`src/cache_response_pkg.sv`:
```
// Cache response path shared definitions
// Field widths, memory command encoding and the conversion from a
// cache response payload to a memory packet payload
package cache_response_pkg;

  // ----------------------------------------------------------------------
  // Field widths
  // ----------------------------------------------------------------------
  localparam int CMD_W  = 2;
  localparam int TAG_W  = 8;
  localparam int ADDR_W = 32;
  localparam int DATA_W = 32;

  // Cache payload {cmd, tag, addr, data}
  localparam int CACHE_PAYLOAD_W = CMD_W + TAG_W + ADDR_W + DATA_W;
  // Memory packet {tag, cmd, addr, data}
  localparam int PACKET_W        = TAG_W + CMD_W + ADDR_W + DATA_W;

  // Bit offsets inside a cache payload
  localparam int CP_ADDR_LSB = DATA_W;
  localparam int CP_TAG_LSB  = CP_ADDR_LSB + ADDR_W;
  localparam int CP_CMD_LSB  = CP_TAG_LSB + TAG_W;

  // Command field offset inside a memory packet
  localparam int PK_CMD_LSB = DATA_W + ADDR_W;

  // Cycles the FIFO stays busy after reset
  localparam int RST_BUSY_CYCLES = 4;

  // ----------------------------------------------------------------------
  // Memory commands
  // ----------------------------------------------------------------------
  typedef enum logic [CMD_W-1:0] {
    cmd_mem_read    = 2'd0,
    cmd_mem_write   = 2'd1,
    cmd_mem_program = 2'd2,
    cmd_mem_flush   = 2'd3
  } cmd_t;

  // Reorder cache payload fields into the memory packet layout
  function automatic logic [PACKET_W-1:0] to_memory_packet(
    input logic [CACHE_PAYLOAD_W-1:0] cache_payload
  );
    logic [CMD_W-1:0]  cmd;
    logic [TAG_W-1:0]  tag;
    logic [ADDR_W-1:0] addr;
    logic [DATA_W-1:0] data;
    cmd  = cache_payload[CP_CMD_LSB +: CMD_W];
    tag  = cache_payload[CP_TAG_LSB +: TAG_W];
    addr = cache_payload[CP_ADDR_LSB +: ADDR_W];
    data = cache_payload[0 +: DATA_W];
    // Tag moves ahead of the command
    return {tag, cmd, addr, data};
  endfunction

endpackage : cache_response_pkg
```
`src/cache_response_top.sv`:
```
// Cache response path top level
// Sets the FIFO depth and threshold and connects the router outward
module cache_response_top
  import cache_response_pkg::*;
#(
  parameter int FIFO_DEPTH  = 32,
  parameter int PROG_THRESH = 16
) (
  input  logic                ap_clk,
  input  logic                areset_control,
  input  logic                resp_valid,
  input  cmd_t                resp_cmd,
  input  logic [TAG_W-1:0]    resp_tag,
  input  logic [ADDR_W-1:0]   resp_addr,
  input  logic [DATA_W-1:0]   resp_data,
  input  logic                fifo_rd_en,
  output logic                fifo_full,
  output logic                fifo_empty,
  output logic                fifo_prog_full,
  output logic                fifo_valid,
  output logic                fifo_setup,
  output logic                pkt0_valid,
  output logic [PACKET_W-1:0] pkt0_payload,
  output logic                pkt1_valid,
  output logic [PACKET_W-1:0] pkt1_payload
);

  // ----------------------------------------------------------------------
  // Response router
  // ----------------------------------------------------------------------
  cache_response_router #(
    .FIFO_DEPTH (FIFO_DEPTH),
    .PROG_THRESH(PROG_THRESH)
  ) i_cache_response_router (
    .ap_clk        (ap_clk),
    .areset_control(areset_control),
    .resp_valid    (resp_valid),
    .resp_cmd      (resp_cmd),
    .resp_tag      (resp_tag),
    .resp_addr     (resp_addr),
    .resp_data     (resp_data),
    .fifo_rd_en    (fifo_rd_en),
    .fifo_full     (fifo_full),
    .fifo_empty    (fifo_empty),
    .fifo_prog_full(fifo_prog_full),
    .fifo_valid    (fifo_valid),
    .fifo_setup    (fifo_setup),
    .pkt0_valid    (pkt0_valid),
    .pkt0_payload  (pkt0_payload),
    .pkt1_valid    (pkt1_valid),
    .pkt1_payload  (pkt1_payload)
  );

endmodule : cache_response_top

```
`src/cache_response_router.sv`:
```
// Cache response router
// Registers incoming responses, buffers them in a FIFO and steers each
// popped packet to memory requestor 0, 1 or both by its command
module cache_response_router
  import cache_response_pkg::*;
#(
  parameter int FIFO_DEPTH  = 32,
  parameter int PROG_THRESH = 16
) (
  input  logic                ap_clk,
  input  logic                areset_control,
  input  logic                resp_valid,
  input  cmd_t                resp_cmd,
  input  logic [TAG_W-1:0]    resp_tag,
  input  logic [ADDR_W-1:0]   resp_addr,
  input  logic [DATA_W-1:0]   resp_data,
  input  logic                fifo_rd_en,
  output logic                fifo_full,
  output logic                fifo_empty,
  output logic                fifo_prog_full,
  output logic                fifo_valid,
  output logic                fifo_setup,
  output logic                pkt0_valid,
  output logic [PACKET_W-1:0] pkt0_payload,
  output logic                pkt1_valid,
  output logic [PACKET_W-1:0] pkt1_payload
);

  // ----------------------------------------------------------------------
  // Input registers
  // ----------------------------------------------------------------------
  logic                       resp_valid_q;
  cmd_t                       resp_cmd_q;
  logic [TAG_W-1:0]           resp_tag_q;
  logic [ADDR_W-1:0]          resp_addr_q;
  logic [DATA_W-1:0]          resp_data_q;
  logic                       rd_en_q;

  // FIFO side
  logic [CACHE_PAYLOAD_W-1:0] fifo_din;
  logic [CACHE_PAYLOAD_W-1:0] fifo_dout;
  logic                       fifo_pop;
  logic                       full_int;
  logic                       empty_int;
  logic                       valid_int;
  logic                       prog_full_int;
  logic                       wr_rst_busy;
  logic                       rd_rst_busy;

  // Demux stage
  logic [PACKET_W-1:0]        mem_pkt;
  cmd_t                       pkt_cmd;
  logic                       route0;
  logic                       route1;

  // Strobe and read enable are control, reset them
  always_ff @(posedge ap_clk) begin
    if (areset_control) begin
      resp_valid_q <= 1'b0;
      rd_en_q      <= 1'b0;
    end else begin
      resp_valid_q <= resp_valid;
      rd_en_q      <= fifo_rd_en;
    end
  end

  always_ff @(posedge ap_clk) begin
    resp_cmd_q  <= resp_cmd;
    resp_tag_q  <= resp_tag;
    resp_addr_q <= resp_addr;
    resp_data_q <= resp_data;
  end

  // ----------------------------------------------------------------------
  // Response FIFO
  // ----------------------------------------------------------------------
  // Packed as {cmd, tag, addr, data}
  assign fifo_din = {resp_cmd_q, resp_tag_q, resp_addr_q, resp_data_q};
  // Pop only what is there
  assign fifo_pop = rd_en_q & ~empty_int;

  response_sync_fifo #(
    .DEPTH      (FIFO_DEPTH),
    .WIDTH      (CACHE_PAYLOAD_W),
    .PROG_THRESH(PROG_THRESH)
  ) i_response_sync_fifo (
    .ap_clk        (ap_clk),
    .areset_control(areset_control),
    .din           (fifo_din),
    .wr_en         (resp_valid_q),
    .rd_en         (fifo_pop),
    .dout          (fifo_dout),
    .full          (full_int),
    .empty         (empty_int),
    .valid         (valid_int),
    .prog_full     (prog_full_int),
    .wr_rst_busy   (wr_rst_busy),
    .rd_rst_busy   (rd_rst_busy)
  );

  // ----------------------------------------------------------------------
  // Command demux
  // ----------------------------------------------------------------------
  assign mem_pkt = to_memory_packet(fifo_dout);
  assign pkt_cmd = cmd_t'(mem_pkt[PK_CMD_LSB +: CMD_W]);

  always_comb begin
    route0 = 1'b0;
    route1 = 1'b0;
    if (valid_int) begin
      case (pkt_cmd)
        // Program goes to both requestors
        cmd_mem_program: begin
          route0 = 1'b1;
          route1 = 1'b1;
        end
        cmd_mem_flush: route0 = 1'b1;
        default:       route1 = 1'b1;
      endcase
    end
  end

  // Output strobes and FIFO flags
  always_ff @(posedge ap_clk) begin
    if (areset_control) begin
      pkt0_valid     <= 1'b0;
      pkt1_valid     <= 1'b0;
      fifo_full      <= 1'b0;
      fifo_empty     <= 1'b1;
      fifo_prog_full <= 1'b0;
      fifo_valid     <= 1'b0;
      fifo_setup     <= 1'b1;
    end else begin
      pkt0_valid     <= route0;
      pkt1_valid     <= route1;
      fifo_full      <= full_int;
      fifo_empty     <= empty_int;
      fifo_prog_full <= prog_full_int;
      fifo_valid     <= valid_int;
      // Setup while either side of the FIFO is busy
      fifo_setup     <= wr_rst_busy | rd_rst_busy;
    end
  end

  // Payloads held until the next packet for that requestor
  always_ff @(posedge ap_clk) begin
    if (route0) begin
      pkt0_payload <= mem_pkt;
    end
    if (route1) begin
      pkt1_payload <= mem_pkt;
    end
  end

  // ----------------------------------------------------------------------
  // Assertions
  // ----------------------------------------------------------------------
  // Every output packet comes from a FIFO pop two cycles earlier
  a_pkt_after_fifo_valid : assert property (@(posedge ap_clk) disable iff (areset_control)
    (pkt0_valid || pkt1_valid) |-> $past(fifo_pop, 2));

  // Requestor 1 never carries a flush packet
  a_flush_not_on_pkt1 : assert property (@(posedge ap_clk) disable iff (areset_control)
    pkt1_valid |-> (pkt1_payload[PK_CMD_LSB +: CMD_W] != cmd_mem_flush));

endmodule : cache_response_router

```
`src/response_sync_fifo.sv`:
```
// Synchronous FIFO for cache responses
// Circular buffer with occupancy count, prog_full threshold,
// registered read data with a valid strobe, and reset-busy flags
module response_sync_fifo
  import cache_response_pkg::*;
#(
  parameter int DEPTH       = 32,
  parameter int WIDTH       = 74,
  parameter int PROG_THRESH = 16
) (
  input  logic             ap_clk,
  input  logic             areset_control,
  input  logic [WIDTH-1:0] din,
  input  logic             wr_en,
  input  logic             rd_en,
  output logic [WIDTH-1:0] dout,
  output logic             full,
  output logic             empty,
  output logic             valid,
  output logic             prog_full,
  output logic             wr_rst_busy,
  output logic             rd_rst_busy
);

  localparam int AW = (DEPTH > 1) ? $clog2(DEPTH) : 1;
  localparam int CW = $clog2(DEPTH + 1);
  localparam int BW = $clog2(RST_BUSY_CYCLES + 1);

  // ----------------------------------------------------------------------
  // Storage and pointers
  // ----------------------------------------------------------------------
  logic [WIDTH-1:0] mem [DEPTH];
  logic [AW-1:0]    wr_ptr;
  logic [AW-1:0]    rd_ptr;
  logic [CW-1:0]    count;
  logic [BW-1:0]    busy_cnt;
  logic             busy;
  logic             wr_ok;
  logic             rd_ok;

  // Busy while the post-reset counter runs down
  assign busy        = (busy_cnt != '0);
  assign wr_rst_busy = busy;
  assign rd_rst_busy = busy;

  // Flags from the occupancy count
  assign empty     = (count == '0);
  assign full      = (count == CW'(DEPTH));
  assign prog_full = (count >= CW'(PROG_THRESH));

  // Accepted operations, both blocked while busy
  assign wr_ok = wr_en & ~full & ~busy;
  assign rd_ok = rd_en & ~empty & ~busy;

  always_ff @(posedge ap_clk) begin
    if (areset_control) begin
      busy_cnt <= BW'(RST_BUSY_CYCLES);
    end else if (busy) begin
      busy_cnt <= busy_cnt - 1'b1;
    end
  end

  // ----------------------------------------------------------------------
  // Pointer and count update
  // ----------------------------------------------------------------------
  always_ff @(posedge ap_clk) begin
    if (areset_control) begin
      wr_ptr <= '0;
      rd_ptr <= '0;
      count  <= '0;
      valid  <= 1'b0;
    end else begin
      if (wr_ok) begin
        // Wrap explicitly, depth need not be a power of two
        wr_ptr <= (wr_ptr == AW'(DEPTH - 1)) ? '0 : wr_ptr + 1'b1;
      end
      if (rd_ok) begin
        rd_ptr <= (rd_ptr == AW'(DEPTH - 1)) ? '0 : rd_ptr + 1'b1;
      end
      case ({wr_ok, rd_ok})
        2'b10:   count <= count + 1'b1;
        2'b01:   count <= count - 1'b1;
        default: count <= count;
      endcase
      // Read data shows up one cycle after the pop
      valid <= rd_ok;
    end
  end

  // Payload path
  always_ff @(posedge ap_clk) begin
    if (wr_ok) begin
      mem[wr_ptr] <= din;
    end
    if (rd_ok) begin
      dout <= mem[rd_ptr];
    end
  end

  // ----------------------------------------------------------------------
  // Assertions
  // ----------------------------------------------------------------------
  // Write into a full FIFO leaves the write pointer alone
  a_no_write_when_full : assert property (@(posedge ap_clk) disable iff (areset_control)
    (wr_en && full) |=> (wr_ptr == $past(wr_ptr)));

  // Read of an empty FIFO never produces valid data
  a_no_read_when_empty : assert property (@(posedge ap_clk) disable iff (areset_control)
    (rd_en && empty) |=> !valid);

  a_count_bound : assert property (@(posedge ap_clk) disable iff (areset_control)
    count <= CW'(DEPTH));

endmodule : response_sync_fifo

```
`config.mk`:
```
export PLATFORM = sky130hd
export DESIGN_NAME = cache_response_top
export DESIGN_NICKNAME = d
export VERILOG_FILES = /design/src/cache_response_pkg.sv /design/src/cache_response_top.sv /design/src/cache_response_router.sv /design/src/response_sync_fifo.sv
export SDC_FILE = /design/constraint.sdc
export NUM_CORES = 2
export LEC_CHECK = 0
export ABC_AREA = 1
export ABC_CLOCK_PERIOD_IN_PS = 4500
export BUFFER_PORTS_ARGS = -buffer_cell sky130_fd_sc_hd__buf_2
export CORE_MARGIN = 1.5
export CORE_UTILIZATION = 29
export CTS_CLUSTER_SIZE = 16
export DETAILED_ROUTE_END_ITERATION = 6
export RECOVER_POWER = 25
export SYNTH_ARGS = -nofsm -noshare
export SYNTH_HDL_FRONTEND = slang
export SYNTH_HIERARCHICAL = 1
export SYNTH_SLANG_ARGS = --single-unit
```
`constraint.sdc`:
```
create_clock -name ap_clk -period 4.5 [get_ports ap_clk]
set_input_delay 0.225 -clock ap_clk [delete_from_list [all_inputs] [get_ports ap_clk]]
set_output_delay 0.225 -clock ap_clk [all_outputs]
set_load 0.005 [all_outputs]
```
**After elaboration in Yosys (flattened, before gate mapping)**

Memory sizes are Yosys's and may differ from the RTL's. A register that Yosys moved wholly into a read port is not among the register bits.
Index checks and enable logic that the tools add are counted.

- Register bits after elaboration: 251
- Memory bits (writable): 2368
- Bits of input ports: 78
- Output and inout port bits: 155
- Word-level logic and storage cells: 55
- Memories: 1

Memory list:

| name | words | width | read ports | clocked after memory_dff | wr ports | line | source |
|---|---|---|---|---|---|---|---|
| i_cache_response_router.i_response_sync_fifo.mem | 32 | 74 | 1 | 1 | 1 | response_sync_fifo.sv:32 | `logic [WIDTH-1:0] mem [DEPTH];` |

- $add $sub $neg: 5
- Magnitude comparators: 1
- Eq/ne operators: 7
- Mux-type cells: 9
- Bitwise gates (word level): 8
- Reduce and logical (&&, ||, !) cells: 4

Operators with widths:

| operator | count |
|---|---|
| 6-bit case mux with 2 select lines | 1 |
| 5-bit by 1-bit adder with 5-bit output, second input constant | 2 |
| 5-bit equality test, second input constant | 2 |
| 5-bit 2-to-1 mux | 2 |
| 6-bit by 1-bit adder with 6-bit output, second input constant | 1 |
| 2-bit equality test, second input constant | 3 |
| 6-bit equality test, second input constant | 1 |
| 6-bit by 5-bit >= comparator with 1-bit output, second input constant | 1 |
| 6-bit logical NOT | 1 |
| 1-bit 2-to-1 mux | 6 |
| 6-bit by 1-bit subtractor with 6-bit output, second input constant | 1 |
| 1-bit bitwise AND | 5 |
| 1-bit NOT | 3 |
| 3-bit nonzero test | 1 |
| 3-bit by 1-bit subtractor with 3-bit output, second input constant | 1 |
| 2-bit by 1-bit equality test with 1-bit output, second input constant | 1 |
| 2-bit nonzero test | 1 |
| 2-bit OR reduction | 1 |

**Longest topological paths before layout**

- Depth in word-level cells: 7
- Mapped depth: 18

**Cells and area by module**

Netlist, hierarchy kept.

By module, submodules not included:

| module | instances | cells an instance | area an instance (µm²) |
|---|---|---|---|
| response_sync_fifo | 1 | 9813 | 103838.3 |
| cache_response_router | 1 | 255 | 6200.9 |

**Worst setup path before layout**

OpenSTA, ideal clock, no wires.

- Kind: flip-flop to flip-flop
- Start: register i_cache_response_router.i_response_sync_fifo.busy_cnt[0]
- End: memory i_cache_response_router.i_response_sync_fifo.mem[11][0], enable pin
- Library setup time: 0.507 ns
- Data arrival time: 4.273 ns
- Data required time: 3.993 ns
- Slack: -0.280 ns
- Cell stages (with the launch flop): 7
- Path buffers: 0
- Clock period less this slack: 4.780 ns
- Cell sequence: dfxtp_1 -> inv_1 -> ha_1 -> nand2_1 -> nor2_2 -> nand3_1 -> nor2_1

- Longest elaborated chain between the ends: 5

Ends and longest elaborated chain:

| what | line | source |
|---|---|---|
| start: declaration | response_sync_fifo.sv:36 | `logic [BW-1:0] busy_cnt;` |
| start signal: assignment | response_sync_fifo.sv:57 | `busy_cnt <= BW'(RST_BUSY_CYCLES);` |
| start signal: assignment | response_sync_fifo.sv:59 | `busy_cnt <= busy_cnt - 1'b1;` |
| 3-bit nonzero test | response_sync_fifo.sv:42 | `assign busy = (busy_cnt != '0);` |
| via i_cache_response_router.rd_rst_busy | cache_response_router.sv:48 | `logic rd_rst_busy;` |
| 1-bit NOT | response_sync_fifo.sv:52 | `assign wr_ok = wr_en & ~full & ~busy;` |
| 1-bit bitwise AND | response_sync_fifo.sv:52 |  |
| 1-bit 2-to-1 mux | response_sync_fifo.sv:92 | `if (wr_ok) begin` |
| 1-bit 2-to-1 mux (implied by the code) | response_sync_fifo.sv:93 | `mem[wr_ptr] <= din;` |
| end: declaration | response_sync_fifo.sv:32 |  |

The timed path passes the listed nets, and every way through them passes these cells.

**Worst setup path in the final report**

- Start: register i_cache_response_router.i_response_sync_fifo.busy_cnt[0]
- End: memory i_cache_response_router.i_response_sync_fifo.mem[4][4], enable pin

The elaborated chain is that of the path after synthesis.

==> run summary <==
Outcome -> complete, but fails checks
Failing checks -> max-capacitance violations, max-slew violations
Detailed Route WL -> 297,000 um
F_max -> 306 MHz
Final setup violating endpoints -> 0
Final Skew -> 0.0945 ns
# port buffers -> 232
Post-synth cell types -> 27
Unrepaired setup endpoints after global routing -> no
Die Ht -> 619 um
Seq/Total Area, Yosys -> 72.6%
CP endpoint kind -> flop
Post-synth EDFFs -> 2,590
Die area -> 383,000 um^2
Worst-Skew Late Latency -> 0.93 ns
Max rail drop VDD -> 0.373 mV
Multi-input logic area -> 22,900 um^2
DRC viols -> 0
Crit path kind -> reg -> reg
Top FF cell, synth -> edfxtp_1
GRT Total Usage -> 15.1%
Cell Rows -> 226
Design area -> 128,000 um^2
CP Data Arrival Time -> 3.76 ns
Fin crit share -> 72.6%
Mapped Area -> 110,000 um^2
Layout cell share with drive strength beyond 1 -> 7.48%
Vias -> 69.8k
Synth top area share -> 70.7%
Slew Limit Fails -> 198
Total iterations of the first detailed-routing run -> 6
Lkg Pwr -> 50.7 nW
Mapped Nets -> 10.2k
Initial drt markers -> 6,759
Leading cell types by total area after synthesis -> edfxtp_1 (71%), nand2_1 (12%), nand3_1 (5.5%)
Placed Area -> 117,000 um^2
Register area -> 79,900 um^2
Hold path endpoint -> i_cache_response_router/resp_addr_q[26]
Final hold violation count -> 0
Worst Path Required -> 5.00 ns
Root Driver -> clkbuf_16
Clk slew on worst S/H paths -> 0.06 ns
Count leader, synth -> nand2_1
Area leader, netlist -> edfxtp_1
R2R Setup Slk -> 1.24 ns
Number of clock sinks seen by CTS -> 2,693
H-Tree Level Count -> 5
#FFs+latches synth -> 2,693
Layout fillers -> 37.3k
Vias in the first global route -> 66.2k
Mapped Cells -> 10.1k
Worst-path fanout max -> 41
Routability congestion estimate -> 0.760
Largest net degree at the start of global routing -> 253
Core ar. -> 378,000 um^2
Worst Setup Start Kind -> flop
Nets -> 10.5k
Worst hold path type -> in -> reg
Clock buffer count from CTS -> 304
Routed WL per cell -> 18.9 um
Hold path startpoint -> resp_addr[26]
Initial antenna violation count -> 11
Worst Max-Slew Pin Slew -> 1.68 ns
CTS tree -> yes
Post-CTS Setup Bufs -> 0
Post-CTS sizing -> 0
Syn-to-layout area delta -> 16.4%
Dpl cells -> 15.0k
Worst r2r path cells -> 7
CTS max path bufs -> 4
Initial Utilization -> 29.1%
Vias/cell -> 4.46
Detail Placement HPWL -> 149,000 um
First-pass GRT wire length -> 437,000 um
Async SR Flop Fraction -> 0%
Die W -> 619 um
Syn Area/Cell -> 10.9 um^2
PD cells -> 411 nW/um^2
Antenna Nets Post-Route -> 0
Max-slew headroom -> -11.8%
Min Tclk post-route -> 3.26 ns
# Max-Cap Violations -> 6
Cell depth of the worst hold path -> 2
Synth top cells by count -> nand2_1 (3,604), edfxtp_1 (2,590), inv_1 (1,369)
# IOs -> 233
Ys Warns -> 6
GRT overflow -> 0
Layout Cells excl Fill -> 15.7k
[power by group]
| group | switching [mW] | total [mW] | internal [mW] |
|---|---|---|---|
| registers | 0.320 | 27.9 | 27.6 |
| clock network | 10.3 | 24.0 | 13.7 |
| logic | 0.513 | 0.776 | 0.263 |
[critical path, stage by stage, from the launching register on]
cell	delay, ns
dfxtp_1	0.32
inv_1	0.08
ha_1	0.16
nand2_1	0.19
nor2_2	0.32
nand3_1	0.64
nor2_4	0.33
buf_4	0.69
[cell type report]
| cell class | count | area share, % |
|---|---|---|
| Tap cell | 5016 | 4.90 |
| Inverter | 1375 | 4.08 |
| Antenna cell | 11 | 0.0215 |
| Clock buffer | 399 | 6.41 |
| Clock inverter | 157 | 1.12 |
| Timing Repair Buffer | 497 | 3.22 |
| Sequential cell | 2693 | 62.3 |
| Multi-Input combinational cell | 5507 | 17.9 |
[layout by cell type, fill, tap and decap left out, types with 71 or more instances in the layout]
cell and instances:
nand2_1 3604, edfxtp_1 2590, inv_1 1365, nand3_1 1219
nor2_1 431, clkbuf_16 309, buf_2 189, dlygate4sd3_1 127
clkbuf_1 125, a21oi_1 122, dfxtp_1 99, buf_4 71
[worst max-delay path by stage]
stage / startpoint / endpoint / slack [ns] / cells past startpoint
floorplan: flop / flop / -0.28 / 6
global placement: flop / flop / 1.37 / 7
detailed placement: flop / flop / 1.30 / 7
CTS: flop / flop / 1.24 / 7
global route: flop / flop / 1.00 / 7
finish: flop / flop / 1.24 / 7
[stage by stage]
stage | TNS (ns) | setup slack (ns) | power [mW] | hold slack [ns] | util (%)
floorplan | -610.46 | -0.280 | 28.7 | 0.253 | -
global placement | 0 | 1.37 | 29.1 | 0.329 | 31.0
global route | 0 | 1.00 | 54.2 | 0.0729 | 33.9
CTS | 0 | 1.24 | 53.3 | 0.00148 | 33.9
finish | 0 | 1.24 | 52.7 | 0.0754 | 33.9
detailed placement | 0 | 1.30 | 29.1 | 0.329 | 31.0
[repair_timing]
action	CTS	global route
setup endpoints to repair	0	0
hold buffers	127	0
hold endpoints to repair	97	0
[state kept, by name (all words and copies together) (netlist names), 2 cells and up]
signal	flops
i_cache_response_router/i_response_sync_fifo/mem	2368
i_cache_response_router/i_response_sync_fifo/dout	74
i_cache_response_router/pkt0_payload	74
i_cache_response_router/pkt1_payload	74
i_cache_response_router/resp_addr_q	32
i_cache_response_router/resp_data_q	32
i_cache_response_router/resp_tag_q	8
i_cache_response_router/i_response_sync_fifo/count	6
i_cache_response_router/i_response_sync_fifo/rd_ptr	5
i_cache_response_router/i_response_sync_fifo/wr_ptr	5
i_cache_response_router/i_response_sync_fifo/busy_cnt	3
i_cache_response_router/resp_cmd_q	2
[kinds of logic (layout without fill, tap and decap cells)]
logic type               count (synthesis)  in the layout  share of synthesized area [%]
flip-flops                            2693           2693                           72.6
buffers and inverters                 1868           2428                           6.83
adder cells (fa/ha/maj)                 15             15                          0.177
other                                    0             11                              0
XOR/XNOR                                 5              5                         0.0398
AO/OA/AOI/OAI                          191            191                          0.932
AND/OR/NAND/NOR                       5296           5296                           19.5
[per-layer routing]
metal / track usage (%) / vias up / wire, um
met5: 0 / - / 26
li1: - / 33416 / -
met2: 24.6 / 2128 / 138000
met4: 3.85 / 4 / 7190
met1: 21.2 / 33856 / 133000
met3: 1.92 / 433 / 18000
No activity file was read; power rests on OpenSTA's default activity.
